--- src/rtl/cpu_defs.svh ---
`ifndef CPU_DEFS_SVH
`define CPU_DEFS_SVH

// core widths
`define CPU_XLEN      32
`define CPU_REG_AW    5
`define CPU_REG_NUM   32

// MIPS reset exception entry
`define CPU_RESET_PC  32'hBFC0_0000

`endif

--- src/rtl/cpu_isa_pkg.sv ---
`include "cpu_defs.svh"

package cpu_isa_pkg;

    typedef enum logic [5:0] {
        OP_SPECIAL = 6'h00,             // R-type, decoded by funct
        OP_J       = 6'h02,
        OP_BEQ     = 6'h04,
        OP_BNE     = 6'h05,
        OP_ADDIU   = 6'h09,
        OP_ORI     = 6'h0d,
        OP_LUI     = 6'h0f,
        OP_LW      = 6'h23,
        OP_SW      = 6'h2b
    } opcode_e;

    typedef enum logic [5:0] {
        FN_ADDU = 6'h21,
        FN_SUBU = 6'h23,
        FN_AND  = 6'h24,
        FN_OR   = 6'h25,
        FN_SLT  = 6'h2a
    } funct_e;

    typedef struct packed {
        opcode_e                  opcode;
        logic [`CPU_REG_AW-1:0]   rs;
        logic [`CPU_REG_AW-1:0]   rt;
        logic [`CPU_REG_AW-1:0]   rd;
        logic [4:0]               shamt;
        funct_e                   funct;
    } r_fmt_t;

    typedef struct packed {
        opcode_e                  opcode;
        logic [`CPU_REG_AW-1:0]   rs;
        logic [`CPU_REG_AW-1:0]   rt;
        logic [15:0]              imm;
    } i_fmt_t;

    typedef struct packed {
        opcode_e                  opcode;
        logic [25:0]              index;    // word index inside the 256MB region
    } j_fmt_t;

    typedef union packed {
        r_fmt_t r;
        i_fmt_t i;
        j_fmt_t j;
    } instr_u;

    // a cleared control bundle decodes as ALU_ADD
    typedef enum logic [2:0] {
        ALU_ADD,
        ALU_SUB,
        ALU_AND,
        ALU_OR,
        ALU_SLT,
        ALU_LUI
    } alu_op_e;

    typedef enum logic [1:0] {
        BR_NONE,
        BR_EQ,
        BR_NE
    } branch_e;

endpackage

--- src/rtl/cpu_pipe_pkg.sv ---
`include "cpu_defs.svh"

package cpu_pipe_pkg;

    typedef struct packed {
        cpu_isa_pkg::alu_op_e alu_op;
        logic                 imm_sel;      // operand b from the immediate
        logic                 reg_write;
        logic                 mem_read;
        logic                 mem_write;
        logic                 mem_to_reg;   // writeback takes load data
        cpu_isa_pkg::branch_e branch;
    } ctrl_t;

    typedef struct packed {
        logic                  valid;
        logic [`CPU_XLEN-1:0]  pc4;
        logic [`CPU_XLEN-1:0]  instr;
    } if_id_t;

    typedef struct packed {
        ctrl_t                   ctrl;
        logic [`CPU_XLEN-1:0]    pc4;
        logic [`CPU_XLEN-1:0]    op_a;
        logic [`CPU_XLEN-1:0]    op_b;
        logic [`CPU_XLEN-1:0]    imm;
        logic [`CPU_REG_AW-1:0]  rs;        // zero when not a source
        logic [`CPU_REG_AW-1:0]  rt;        // zero when not a source
        logic [`CPU_REG_AW-1:0]  dst;
    } id_ex_t;

    typedef struct packed {
        ctrl_t                   ctrl;
        logic [`CPU_XLEN-1:0]    pc;
        logic [`CPU_XLEN-1:0]    alu_res;
        logic [`CPU_XLEN-1:0]    store_data;
        logic [`CPU_REG_AW-1:0]  dst;
    } ex_mem_t;

    typedef struct packed {
        logic                    we;
        logic [`CPU_REG_AW-1:0]  dst;
        logic [`CPU_XLEN-1:0]    data;
        logic [`CPU_XLEN-1:0]    pc;
    } wb_bus_t;

    // operand source in EXE
    typedef enum logic [1:0] {
        FWD_REG,
        FWD_MEM,
        FWD_WB
    } fwd_sel_e;

endpackage

--- src/rtl/cpu_regfile.sv ---
`include "cpu_defs.svh"

module cpu_regfile (
    input  logic                    clk,
    input  logic                    arst_n_i,
    input  logic [`CPU_REG_AW-1:0]  rs_i,
    input  logic [`CPU_REG_AW-1:0]  rt_i,
    input  cpu_pipe_pkg::wb_bus_t   wb_i,
    output logic [`CPU_XLEN-1:0]    rs_data_o,
    output logic [`CPU_XLEN-1:0]    rt_data_o
);
    logic [`CPU_XLEN-1:0] rf_q [`CPU_REG_NUM];

    // write in WB is visible to the read in ID of the same cycle
    function automatic logic [`CPU_XLEN-1:0] read_port(input logic [`CPU_REG_AW-1:0] idx);
        return (wb_i.we && wb_i.dst == idx) ? wb_i.data : rf_q[idx];
    endfunction

    always_comb begin
        rs_data_o = read_port(rs_i);
        rt_data_o = read_port(rt_i);
    end

    always_ff @(posedge clk or negedge arst_n_i) begin
        if (!arst_n_i) begin
            rf_q <= '{default: '0};
        end else if (wb_i.we) begin
            rf_q[wb_i.dst] <= wb_i.data;    // decode never targets r0
        end
    end

    a_r0_zero: assert property (@(posedge clk) disable iff (!arst_n_i) rf_q[0] == '0)
        else $error("register zero was written");

endmodule

--- src/rtl/cpu_fetch.sv ---
`include "cpu_defs.svh"

module cpu_fetch (
    input  logic                  clk,
    input  logic                  arst_n_i,
    input  logic                  stall_i,
    input  logic                  branch_taken_i,
    input  logic [`CPU_XLEN-1:0]  branch_target_i,
    input  logic                  jump_taken_i,
    input  logic [`CPU_XLEN-1:0]  jump_target_i,
    input  logic [`CPU_XLEN-1:0]  inst_sram_rdata_i,
    output logic                  inst_sram_en_o,
    output logic [`CPU_XLEN-1:0]  inst_sram_addr_o,
    output cpu_pipe_pkg::if_id_t  if_id_o
);
    import cpu_pipe_pkg::*;

    logic [`CPU_XLEN-1:0] pc_q;         // address of the word coming back now
    logic [`CPU_XLEN-1:0] pc4;
    logic [`CPU_XLEN-1:0] hold_q;
    logic [`CPU_XLEN-1:0] instr;
    logic                 run_q;
    logic                 fetch_q;      // a word returns this cycle
    logic                 hold_vld_q;
    if_id_t               if_id_q;

    assign pc4            = pc_q + 32'd4;
    assign inst_sram_en_o = run_q && !stall_i;
    assign instr          = hold_vld_q ? hold_q : inst_sram_rdata_i;

    always_comb begin
        if (branch_taken_i) begin
            inst_sram_addr_o = branch_target_i;
        end else if (jump_taken_i) begin
            inst_sram_addr_o = jump_target_i;
        end else begin
            inst_sram_addr_o = pc4;
        end
    end

    always_ff @(posedge clk or negedge arst_n_i) begin
        if (!arst_n_i) begin
            run_q      <= 1'b0;
            fetch_q    <= 1'b0;
            hold_vld_q <= 1'b0;
            pc_q       <= `CPU_RESET_PC - 32'd4;   // first pc4 is the reset vector
            if_id_q    <= '0;
        end else begin
            run_q      <= 1'b1;
            hold_vld_q <= stall_i;
            if (inst_sram_en_o) begin
                pc_q <= inst_sram_addr_o;
            end
            if (!stall_i) begin
                fetch_q       <= inst_sram_en_o;
                if_id_q.valid <= fetch_q && !branch_taken_i; // kill the word past the slot
                if_id_q.pc4   <= pc4;
                if_id_q.instr <= instr;
            end
        end
    end

    // SRAM output is not kept while the enable is low
    always_ff @(posedge clk) begin
        if (stall_i) begin
            hold_q <= instr;
        end
    end

    assign if_id_o = if_id_q;

endmodule

--- src/rtl/cpu_decode.sv ---
`include "cpu_defs.svh"

module cpu_decode (
    input  logic                    clk,
    input  logic                    arst_n_i,
    input  cpu_pipe_pkg::if_id_t    if_id_i,
    input  logic                    stall_i,
    input  cpu_pipe_pkg::wb_bus_t   wb_i,
    output cpu_pipe_pkg::id_ex_t    id_ex_o,
    output logic [`CPU_REG_AW-1:0]  id_rs_o,
    output logic [`CPU_REG_AW-1:0]  id_rt_o,
    output logic                    id_uses_rt_o,
    output logic                    jump_taken_o,
    output logic [`CPU_XLEN-1:0]    jump_target_o
);
    import cpu_isa_pkg::*;
    import cpu_pipe_pkg::*;

    instr_u                  ins;
    ctrl_t                   ctrl;
    logic                    illegal;
    logic                    uses_rs;
    logic                    uses_rt;
    logic                    sign_ext;
    logic [`CPU_REG_AW-1:0]  dst;
    logic [`CPU_XLEN-1:0]    rs_data;
    logic [`CPU_XLEN-1:0]    rt_data;
    id_ex_t                  id_ex_d;
    id_ex_t                  id_ex_q;

    assign ins = if_id_i.instr;

    cpu_regfile u_regfile (
        .clk       (clk),
        .arst_n_i  (arst_n_i),
        .rs_i      (ins.r.rs),
        .rt_i      (ins.r.rt),
        .wb_i      (wb_i),
        .rs_data_o (rs_data),
        .rt_data_o (rt_data)
    );

    always_comb begin
        ctrl     = '0;
        illegal  = 1'b0;
        uses_rs  = 1'b1;
        uses_rt  = 1'b0;
        sign_ext = 1'b1;
        dst      = ins.i.rt;
        case (ins.r.opcode)
            OP_SPECIAL: begin
                ctrl.reg_write = 1'b1;
                uses_rt        = 1'b1;
                dst            = ins.r.rd;
                case (ins.r.funct)
                    FN_ADDU: ctrl.alu_op = ALU_ADD;
                    FN_SUBU: ctrl.alu_op = ALU_SUB;
                    FN_AND:  ctrl.alu_op = ALU_AND;
                    FN_OR:   ctrl.alu_op = ALU_OR;
                    FN_SLT:  ctrl.alu_op = ALU_SLT;
                    default: illegal     = 1'b1;
                endcase
            end
            OP_ADDIU: begin
                ctrl.imm_sel   = 1'b1;
                ctrl.reg_write = 1'b1;
            end
            OP_ORI: begin
                ctrl.imm_sel   = 1'b1;
                ctrl.reg_write = 1'b1;
                ctrl.alu_op    = ALU_OR;
                sign_ext       = 1'b0;      // logical immediate
            end
            OP_LUI: begin
                ctrl.imm_sel   = 1'b1;
                ctrl.reg_write = 1'b1;
                ctrl.alu_op    = ALU_LUI;
                uses_rs        = 1'b0;
            end
            OP_LW: begin
                ctrl.imm_sel    = 1'b1;
                ctrl.reg_write  = 1'b1;
                ctrl.mem_read   = 1'b1;
                ctrl.mem_to_reg = 1'b1;
            end
            OP_SW: begin
                ctrl.imm_sel   = 1'b1;
                ctrl.mem_write = 1'b1;
                uses_rt        = 1'b1;      // store data
            end
            OP_BEQ: begin
                ctrl.branch = BR_EQ;
                uses_rt     = 1'b1;
            end
            OP_BNE: begin
                ctrl.branch = BR_NE;
                uses_rt     = 1'b1;
            end
            OP_J:    uses_rs = 1'b0;
            default: illegal = 1'b1;
        endcase
        // r0 is never a writeback target
        ctrl.reg_write = ctrl.reg_write && (dst != '0);
    end

    always_comb begin
        id_ex_d.ctrl = ctrl;
        id_ex_d.pc4  = if_id_i.pc4;
        id_ex_d.op_a = rs_data;
        id_ex_d.op_b = rt_data;
        id_ex_d.imm  = {{16{sign_ext && ins.i.imm[15]}}, ins.i.imm};
        id_ex_d.rs   = uses_rs ? ins.r.rs : '0;
        id_ex_d.rt   = uses_rt ? ins.r.rt : '0;
        id_ex_d.dst  = dst;
        // an empty slot neither writes nor reads
        if (!if_id_i.valid || illegal) begin
            id_ex_d.ctrl = '0;
            id_ex_d.rs   = '0;
            id_ex_d.rt   = '0;
        end
    end

    assign id_rs_o       = uses_rs ? ins.r.rs : '0;
    assign id_rt_o       = ins.r.rt;
    assign id_uses_rt_o  = uses_rt;
    assign jump_taken_o  = if_id_i.valid && (ins.j.opcode == OP_J);
    assign jump_target_o = {if_id_i.pc4[31:28], ins.j.index, 2'b00};

    always_ff @(posedge clk or negedge arst_n_i) begin
        if (!arst_n_i) begin
            id_ex_q <= '0;
        end else if (stall_i) begin
            id_ex_q <= '0;                  // load-use bubble
        end else begin
            id_ex_q <= id_ex_d;
        end
    end

    assign id_ex_o = id_ex_q;

    // anything the fetch lets through must be a known instruction
    a_no_illegal: assert property (@(posedge clk) disable iff (!arst_n_i)
        (if_id_i.valid && !stall_i) |-> !illegal)
        else $error("unknown opcode entering EXE");

endmodule

--- src/rtl/cpu_hazard.sv ---
`include "cpu_defs.svh"

module cpu_hazard (
    input  logic [`CPU_REG_AW-1:0]  id_rs_i,
    input  logic [`CPU_REG_AW-1:0]  id_rt_i,
    input  logic                    id_uses_rt_i,
    input  cpu_pipe_pkg::id_ex_t    id_ex_i,
    input  cpu_pipe_pkg::ex_mem_t   ex_mem_i,
    input  cpu_pipe_pkg::wb_bus_t   wb_i,
    output logic                    stall_o,
    output cpu_pipe_pkg::fwd_sel_e  fwd_a_o,
    output cpu_pipe_pkg::fwd_sel_e  fwd_b_o
);
    import cpu_pipe_pkg::*;

    logic ex_load;

    // youngest producer wins
    // a source index of 0 never matches a writer
    function automatic fwd_sel_e pick_src(input logic [`CPU_REG_AW-1:0] src);
        if (ex_mem_i.ctrl.reg_write && ex_mem_i.dst == src) begin
            return FWD_MEM;
        end
        if (wb_i.we && wb_i.dst == src) begin
            return FWD_WB;
        end
        return FWD_REG;
    endfunction

    assign ex_load = id_ex_i.ctrl.mem_read && id_ex_i.ctrl.reg_write;

    // a reader right behind a load waits one cycle for the WB data
    assign stall_o = ex_load &&
                     ((id_ex_i.dst == id_rs_i) || (id_uses_rt_i && id_ex_i.dst == id_rt_i));

    always_comb begin
        fwd_a_o = pick_src(id_ex_i.rs);
        fwd_b_o = pick_src(id_ex_i.rt);
    end

endmodule

--- src/rtl/cpu_execute.sv ---
`include "cpu_defs.svh"

module cpu_execute (
    input  logic                    clk,
    input  logic                    arst_n_i,
    input  cpu_pipe_pkg::id_ex_t    id_ex_i,
    input  cpu_pipe_pkg::fwd_sel_e  fwd_a_i,
    input  cpu_pipe_pkg::fwd_sel_e  fwd_b_i,
    input  cpu_pipe_pkg::wb_bus_t   wb_i,
    output cpu_pipe_pkg::ex_mem_t   ex_mem_o,
    output logic                    branch_taken_o,
    output logic [`CPU_XLEN-1:0]    branch_target_o
);
    import cpu_isa_pkg::*;
    import cpu_pipe_pkg::*;

    logic [`CPU_XLEN-1:0] opnd_a;
    logic [`CPU_XLEN-1:0] opnd_b;      // also the store data
    logic [`CPU_XLEN-1:0] alu_b;
    logic [`CPU_XLEN-1:0] alu_res;
    ex_mem_t              ex_mem_q;

    function automatic logic [`CPU_XLEN-1:0] fwd_mux(input fwd_sel_e sel,
                                                     input logic [`CPU_XLEN-1:0] reg_val);
        case (sel)
            FWD_MEM: return ex_mem_q.alu_res;
            FWD_WB:  return wb_i.data;
            default: return reg_val;
        endcase
    endfunction

    always_comb begin
        opnd_a = fwd_mux(fwd_a_i, id_ex_i.op_a);
        opnd_b = fwd_mux(fwd_b_i, id_ex_i.op_b);
    end

    assign alu_b = id_ex_i.ctrl.imm_sel ? id_ex_i.imm : opnd_b;

    always_comb begin
        case (id_ex_i.ctrl.alu_op)
            ALU_SUB: alu_res = opnd_a - alu_b;
            ALU_AND: alu_res = opnd_a & alu_b;
            ALU_OR:  alu_res = opnd_a | alu_b;
            ALU_SLT: alu_res = {31'b0, $signed(opnd_a) < $signed(alu_b)};
            ALU_LUI: alu_res = {alu_b[15:0], 16'b0};
            default: alu_res = opnd_a + alu_b;
        endcase
    end

    // compare uses the forwarded registers, never the immediate
    always_comb begin
        case (id_ex_i.ctrl.branch)
            BR_EQ:   branch_taken_o = (opnd_a == opnd_b);
            BR_NE:   branch_taken_o = (opnd_a != opnd_b);
            default: branch_taken_o = 1'b0;
        endcase
    end

    assign branch_target_o = id_ex_i.pc4 + {id_ex_i.imm[`CPU_XLEN-3:0], 2'b00};

    always_ff @(posedge clk or negedge arst_n_i) begin
        if (!arst_n_i) begin
            ex_mem_q <= '0;
        end else begin
            ex_mem_q.ctrl       <= id_ex_i.ctrl;
            ex_mem_q.pc         <= id_ex_i.pc4 - 32'd4;
            ex_mem_q.alu_res    <= alu_res;
            ex_mem_q.store_data <= opnd_b;
            ex_mem_q.dst        <= id_ex_i.dst;
        end
    end

    assign ex_mem_o = ex_mem_q;

    // the load-use stall must keep a load in MEM away from the EXE operands
    a_no_mem_load_fwd: assert property (@(posedge clk) disable iff (!arst_n_i)
        (fwd_a_i == FWD_MEM || fwd_b_i == FWD_MEM) |-> !ex_mem_q.ctrl.mem_read)
        else $error("forward from a load still in MEM");

endmodule

--- src/rtl/cpu_memwb.sv ---
`include "cpu_defs.svh"

module cpu_memwb (
    input  logic                   clk,
    input  logic                   arst_n_i,
    input  cpu_pipe_pkg::ex_mem_t  ex_mem_i,
    input  logic [`CPU_XLEN-1:0]   data_sram_rdata_i,
    output logic                   data_sram_en_o,
    output logic                   data_sram_we_o,
    output logic [`CPU_XLEN-1:0]   data_sram_addr_o,
    output logic [`CPU_XLEN-1:0]   data_sram_wdata_o,
    output cpu_pipe_pkg::wb_bus_t  wb_o
);
    import cpu_pipe_pkg::*;

    wb_bus_t wb_q;
    logic    from_mem_q;

    // whole-word access issued straight from MEM
    assign data_sram_en_o    = ex_mem_i.ctrl.mem_read || ex_mem_i.ctrl.mem_write;
    assign data_sram_we_o    = ex_mem_i.ctrl.mem_write;
    assign data_sram_addr_o  = ex_mem_i.alu_res;
    assign data_sram_wdata_o = ex_mem_i.store_data;

    always_ff @(posedge clk or negedge arst_n_i) begin
        if (!arst_n_i) begin
            wb_q       <= '0;
            from_mem_q <= 1'b0;
        end else begin
            wb_q.we    <= ex_mem_i.ctrl.reg_write;
            wb_q.dst   <= ex_mem_i.dst;
            wb_q.data  <= ex_mem_i.alu_res;
            wb_q.pc    <= ex_mem_i.pc;
            from_mem_q <= ex_mem_i.ctrl.mem_to_reg;
        end
    end

    // load data arrives during WB
    always_comb begin
        wb_o = wb_q;
        if (from_mem_q) begin
            wb_o.data = data_sram_rdata_i;
        end
    end

    a_rw_exclusive: assert property (@(posedge clk) disable iff (!arst_n_i)
        !(ex_mem_i.ctrl.mem_read && ex_mem_i.ctrl.mem_write))
        else $error("data SRAM read and write in one cycle");

endmodule

--- src/rtl/mycpu_top.sv ---
`include "cpu_defs.svh"

module mycpu_top (
    input  logic                    clk,
    input  logic                    arst_n_i,
    input  logic [`CPU_XLEN-1:0]    inst_sram_rdata_i,
    input  logic [`CPU_XLEN-1:0]    data_sram_rdata_i,
    output logic                    inst_sram_en_o,
    output logic [`CPU_XLEN-1:0]    inst_sram_addr_o,
    output logic                    data_sram_en_o,
    output logic                    data_sram_we_o,
    output logic [`CPU_XLEN-1:0]    data_sram_addr_o,
    output logic [`CPU_XLEN-1:0]    data_sram_wdata_o,
    output logic [`CPU_XLEN-1:0]    debug_wb_pc_o,
    output logic [3:0]              debug_wb_rf_wen_o,
    output logic [`CPU_REG_AW-1:0]  debug_wb_rf_wnum_o,
    output logic [`CPU_XLEN-1:0]    debug_wb_rf_wdata_o
);
    import cpu_pipe_pkg::*;

    if_id_t                  if_id;
    id_ex_t                  id_ex;
    ex_mem_t                 ex_mem;
    wb_bus_t                 wb;
    fwd_sel_e                fwd_a;
    fwd_sel_e                fwd_b;
    logic                    stall;
    logic                    branch_taken;
    logic [`CPU_XLEN-1:0]    branch_target;
    logic                    jump_taken;
    logic [`CPU_XLEN-1:0]    jump_target;
    logic [`CPU_REG_AW-1:0]  id_rs;
    logic [`CPU_REG_AW-1:0]  id_rt;
    logic                    id_uses_rt;

    cpu_fetch u_fetch (
        .clk               (clk),
        .arst_n_i          (arst_n_i),
        .stall_i           (stall),
        .branch_taken_i    (branch_taken),
        .branch_target_i   (branch_target),
        .jump_taken_i      (jump_taken),
        .jump_target_i     (jump_target),
        .inst_sram_rdata_i (inst_sram_rdata_i),
        .inst_sram_en_o    (inst_sram_en_o),
        .inst_sram_addr_o  (inst_sram_addr_o),
        .if_id_o           (if_id)
    );

    cpu_decode u_decode (
        .clk           (clk),
        .arst_n_i      (arst_n_i),
        .if_id_i       (if_id),
        .stall_i       (stall),
        .wb_i          (wb),
        .id_ex_o       (id_ex),
        .id_rs_o       (id_rs),
        .id_rt_o       (id_rt),
        .id_uses_rt_o  (id_uses_rt),
        .jump_taken_o  (jump_taken),
        .jump_target_o (jump_target)
    );

    cpu_hazard u_hazard (
        .id_rs_i      (id_rs),
        .id_rt_i      (id_rt),
        .id_uses_rt_i (id_uses_rt),
        .id_ex_i      (id_ex),
        .ex_mem_i     (ex_mem),
        .wb_i         (wb),
        .stall_o      (stall),
        .fwd_a_o      (fwd_a),
        .fwd_b_o      (fwd_b)
    );

    cpu_execute u_execute (
        .clk             (clk),
        .arst_n_i        (arst_n_i),
        .id_ex_i         (id_ex),
        .fwd_a_i         (fwd_a),
        .fwd_b_i         (fwd_b),
        .wb_i            (wb),
        .ex_mem_o        (ex_mem),
        .branch_taken_o  (branch_taken),
        .branch_target_o (branch_target)
    );

    cpu_memwb u_memwb (
        .clk               (clk),
        .arst_n_i          (arst_n_i),
        .ex_mem_i          (ex_mem),
        .data_sram_rdata_i (data_sram_rdata_i),
        .data_sram_en_o    (data_sram_en_o),
        .data_sram_we_o    (data_sram_we_o),
        .data_sram_addr_o  (data_sram_addr_o),
        .data_sram_wdata_o (data_sram_wdata_o),
        .wb_o              (wb)
    );

    // retirement trace
    assign debug_wb_pc_o       = wb.pc;
    assign debug_wb_rf_wen_o   = {4{wb.we}};       // every register write covers all byte lanes
    assign debug_wb_rf_wnum_o  = wb.dst;
    assign debug_wb_rf_wdata_o = wb.data;

endmodule

--- config.mk ---
export PLATFORM = sky130hd
export DESIGN_NAME = mycpu_top
export DESIGN_NICKNAME = d
export VERILOG_FILES = /design/src/rtl/cpu_isa_pkg.sv /design/src/rtl/cpu_pipe_pkg.sv /design/src/rtl/cpu_regfile.sv /design/src/rtl/cpu_fetch.sv /design/src/rtl/cpu_decode.sv /design/src/rtl/cpu_hazard.sv /design/src/rtl/cpu_execute.sv /design/src/rtl/cpu_memwb.sv /design/src/rtl/mycpu_top.sv
export VERILOG_INCLUDE_DIRS = /design/src /design/src/rtl
export SDC_FILE = /design/constraint.sdc
export NUM_CORES = 2
export LEC_CHECK = 0
export BUFFER_PORTS_ARGS = -buffer_cell sky130_fd_sc_hd__buf_2
export CAP_MARGIN = 0
export CORE_MARGIN = 3
export CORE_UTILIZATION = 60
export DETAILED_ROUTE_END_ITERATION = 10
export PLACE_DENSITY = 0.74
export SYNTH_ARGS = -nofsm -noshare
export SYNTH_HDL_FRONTEND = slang
export SYNTH_SLANG_ARGS = --single-unit
--- constraint.sdc ---
create_clock -name clk -period 11.98 [get_ports clk]
set_clock_uncertainty 0.2 [all_clocks]
set_input_delay 0.599 -clock clk [delete_from_list [all_inputs] [get_ports clk]]
set_output_delay 0.599 -clock clk [all_outputs]
set_load 0.02 [all_outputs]
==> metrics.csv <==
stage;metric;value;unit
synthesis;synth_fp_nets;7223;
cts;clkTransAtPathRegs;0.06;ns
pwr;power_density;149;mW/mm^2
global_routing;grt_usage;37.7;%
cts;postCtsSetupBuffers;0;
finish;final_cell_mix;1397 x dfrtp_1, 695 x a21oi_1, 672 x nor2_1, 640 x mux4_2, 630 x nand2_1;
placement;io_buffers;237;
placement;gp_congestion;1.01;
timing;hold_violations;0;
routing;drtIter0Drc;7488;
pwr;p_leak;33.3;nW
synthesis;netlist.area_leader.share;45.0;%
critical_path;crit_fanout;35;
timing;setup_viol;0;
cts;clk_path_buf_depth;3;
timing;fin_tns_setup;0;ns
finish;final_common_cell;dfrtp_1;
critical_path;cp_data_required_time;12.52;ns
timing;max_freq;0.127;GHz
floorplanning;fp-row-count;131;
synthesis;syn_inst;7029;
cts;cts_tree;done;
critical_path;start_kind;register;
cts;cts_root_buf;clkbuf_16;
synthesis;yosysSeqAreaShare;47.2;%
critical_path;path_buf_inv;3;
synthesis;yosysUniqueCellTypes;93;
global_routing;grt_pass1_vias;59500;
timing;worst_pin_slew;1.30;ns
critical_path;cp_cell_sequence;buf_4, mux2i_4, inv_1, mux2i_1, o21ai_0, mux2_2, ha_1, inv_1, o311a_1, o41ai_1, o211ai_1, nand3b_1, a311o_1, a31o_2, a2111oi_0, o21ai_0, a211o_1, nand2_1;
synthesis;ys_warn_count;0;
hold_path;hold_path.class;register to register;
synthesis;synth_area;0.0783;sq mm
routing;num_vias;59800;
critical_path;critical-path-top-delay-family;compound AO/OA/AOI/OAI gates;
critical_path;critPathArrivalTime;8.40;ns
timing;period_share;65.6;%
floorplanning;die_area;0.135;sq mm
finish;area_growth;9.34;%
routing;drc_errors;0;
routing;ant_nets;0;
global_routing;grt_pass1_wl;381000;um
timing;grt_setup_unrepaired;no;
synthesis;synthArstFlopShare;97.8;%
floorplanning;die_w;367;um
critical_path;max_stage_delay;1.07;ns
critical_path;worstSetupPathType;register to register;
global_routing;antenna_found_initial;10;
cts;cts_sinks;1468;
routing;wl_per_cell;29.1;um
cts;cts-resized-gates;0;
flow_run;maxCapViolCount;0;
floorplanning;start_util;60.9;%
critical_path;cpMaxStageDelayCell;mux2i_4;
placement;dp_hpwl;155000;um
global_routing;grt-ovfl-total;0;
routing;drt-total-wl;254000;um
pwr;power;12.8;mW
synthesis;yosysTopAreaCell;dfrtp_1;
finish;final_layout_size_suffix_gt1_share;22.1;%
timing;period_minus_slack;7.86;ns
floorplanning;die_h;367;um
synthesis;ys_seq_elements;1468;
timing;slew_headroom;11.3;%
finish;nNetsFinal;7059;
run_status;status;finished, final reports clean;
synthesis;avgSynthCellArea;11.1;sq um
synthesis;synth_edf_count;32;
finish;final.fill_count;9425;
routing;dr.pass1.iters;6;
floorplanning;pin_count;238;
routing;vias_per_cell;6.86;
synthesis;synth_area_leaders;dfrtp_1 45%, mux4_2 18%, a21oi_1 4.4%;
cts;insertion_delay;0.80;ns
pwr;ir_drop;0.000106;V
timing;report.final.slew_viol_count;0;
synthesis;synthFlopType;dfrtp_1;
floorplanning;core;0.129;sq mm
cts;cts_buffers;155;
global_routing;grt_max_degree;182;
cts;h-tree-depth;4;
critical_path;cp-end-kind;register;
## final cells by class
cell class              instances  area [sq um]  share of cell area (%)
flip-flops and latches       1468         37000                    43.2
repair buffers                395          2570                    3.00
clock buffers                 218          4540                    5.30
well taps                    1729          2160                    2.53
inverters                     172           646                   0.754
diodes                          5          12.5                  0.0146
multi-input cells            4673         38100                    44.5
clock inverters                62           602                   0.703
## where the power goes
| part | switching, mW | total, mW | internal, mW |
|---|---|---|---|
| registers | 0.337 | 5.66 | 5.32 |
| clock network | 2.08 | 4.90 | 2.82 |
| logic | 1.43 | 2.23 | 0.798 |
## metal layers
layer  vias to the layer above  share of wire, %  GRT usage [%]
met1                     30100                37           50.4
met5                         -             0.022              0
li1                      25000                 -              -
met4                         8               6.5           20.9
met3                       907                11           9.73
met2                      3750                45           56.9
## what timing repair did
| item | in CTS | in global routing |
|---|---|---|
| hold endpoints to repair | 160 | 0 |
| hold buffers | 33 | 0 |
| setup endpoints to repair | 0 | 0 |
## logic make-up (layout without fill, tap and decap cells)
family	Yosys count	in the layout	synth area share, %
adders and majority gates	128	128	2.05
muxes	883	883	21.8
AOI/OAI and AO/OA	1736	1736	12.6
xor gates and xnor gates	155	155	1.73
buffers and inverters	888	847	4.84
DFF	1468	1468	47.2
other	1	6	0.00479
and+or+nand+nor	1770	1770	9.77
## worst reg2reg max path, cell delays in order (launching register included)
cell	delay, ns
dfrtp_4	0.72
buf_4	0.65
mux2i_4	1.12
inv_1	0.28
mux2i_1	0.22
o21ai_0	0.26
mux2_2	0.40
ha_1	0.44
inv_1	0.12
o311a_1	0.15
o41ai_1	0.67
o211ai_1	0.34
nand3b_1	0.26
a311o_1	0.44
a31o_2	0.32
a2111oi_0	0.65
o21ai_0	0.20
a211o_1	0.32
nand2_1	0.06
## sequential cells by signal, summed over array words and instances (netlist names)
signal,cells
u_fetch.pc_q,32
u_fetch.run_q,1
u_decode.u_regfile.rf_q,1024
u_decode.id_ex_o,137
u_execute.ex_mem_o,104
u_fetch.fetch_q,1
u_fetch.hold_vld_q,1
u_memwb.from_mem_q,1
u_memwb.wb_o,38
u_memwb.wb_q,32
u_fetch.hold_q,32
u_fetch.if_id_o,65
## worst paths after layout
kind                            cells past startpoint                                        to  slack, ns                              from
worst max register to register                     18          u_execute.ex_mem_o[62]$_DFF_PN0_       4.12      u_memwb.from_mem_q$_DFF_PN0_
min in group asynchronous                           2          u_execute.ex_mem_o[54]$_DFF_PN0_       0.18                          arst_n_i
worst max-delay path                               18          u_execute.ex_mem_o[62]$_DFF_PN0_       4.12      u_memwb.from_mem_q$_DFF_PN0_
worst min-delay path                                0                 u_memwb.wb_o[4]$_DFF_PN0_       0.14  u_execute.ex_mem_o[73]$_DFF_PN0_
max in group asynchronous                           5  u_decode.u_regfile.rf_q[404]$_DFFE_PN0P_       8.39                          arst_n_i
worst min register to register                      0                 u_memwb.wb_o[4]$_DFF_PN0_       0.14  u_execute.ex_mem_o[73]$_DFF_PN0_
## stage by stage
stage / utilization [%] / setup WS (ns) / cells / cell area, sq um / hold WS [ns]
2_1_floorplan: - / 6.82 / 7029 / 78300 / 0.103
3_3_place_gp: 62.4 / 4.54 / 8404 / 80100 / 0.132
3_5_place_dp: 62.4 / 4.49 / 8404 / 80100 / 0.135
4_1_cts: 66.6 / 4.41 / 8717 / 85600 / 0.145
5_1_grt: 66.6 / 3.87 / 8717 / 85600 / 0.149
6_report: 66.6 / 4.12 / 8722 / 85600 / 0.144
## Yosys cell counts (all sizes together) (77+ instances only)
library cell and n:
mux4 640, a211oi 141, ha 127, buf 193
nor2b 112, nor3 86, clkbuf 523, mux2i 99
nand2 646, xor2 77, a21oi 697, inv 171
dfrtp 1408, nand3 80, o21ai 618, nor2 691
mux2 144, xnor2 78
Power figures use the tool's default switching activity.
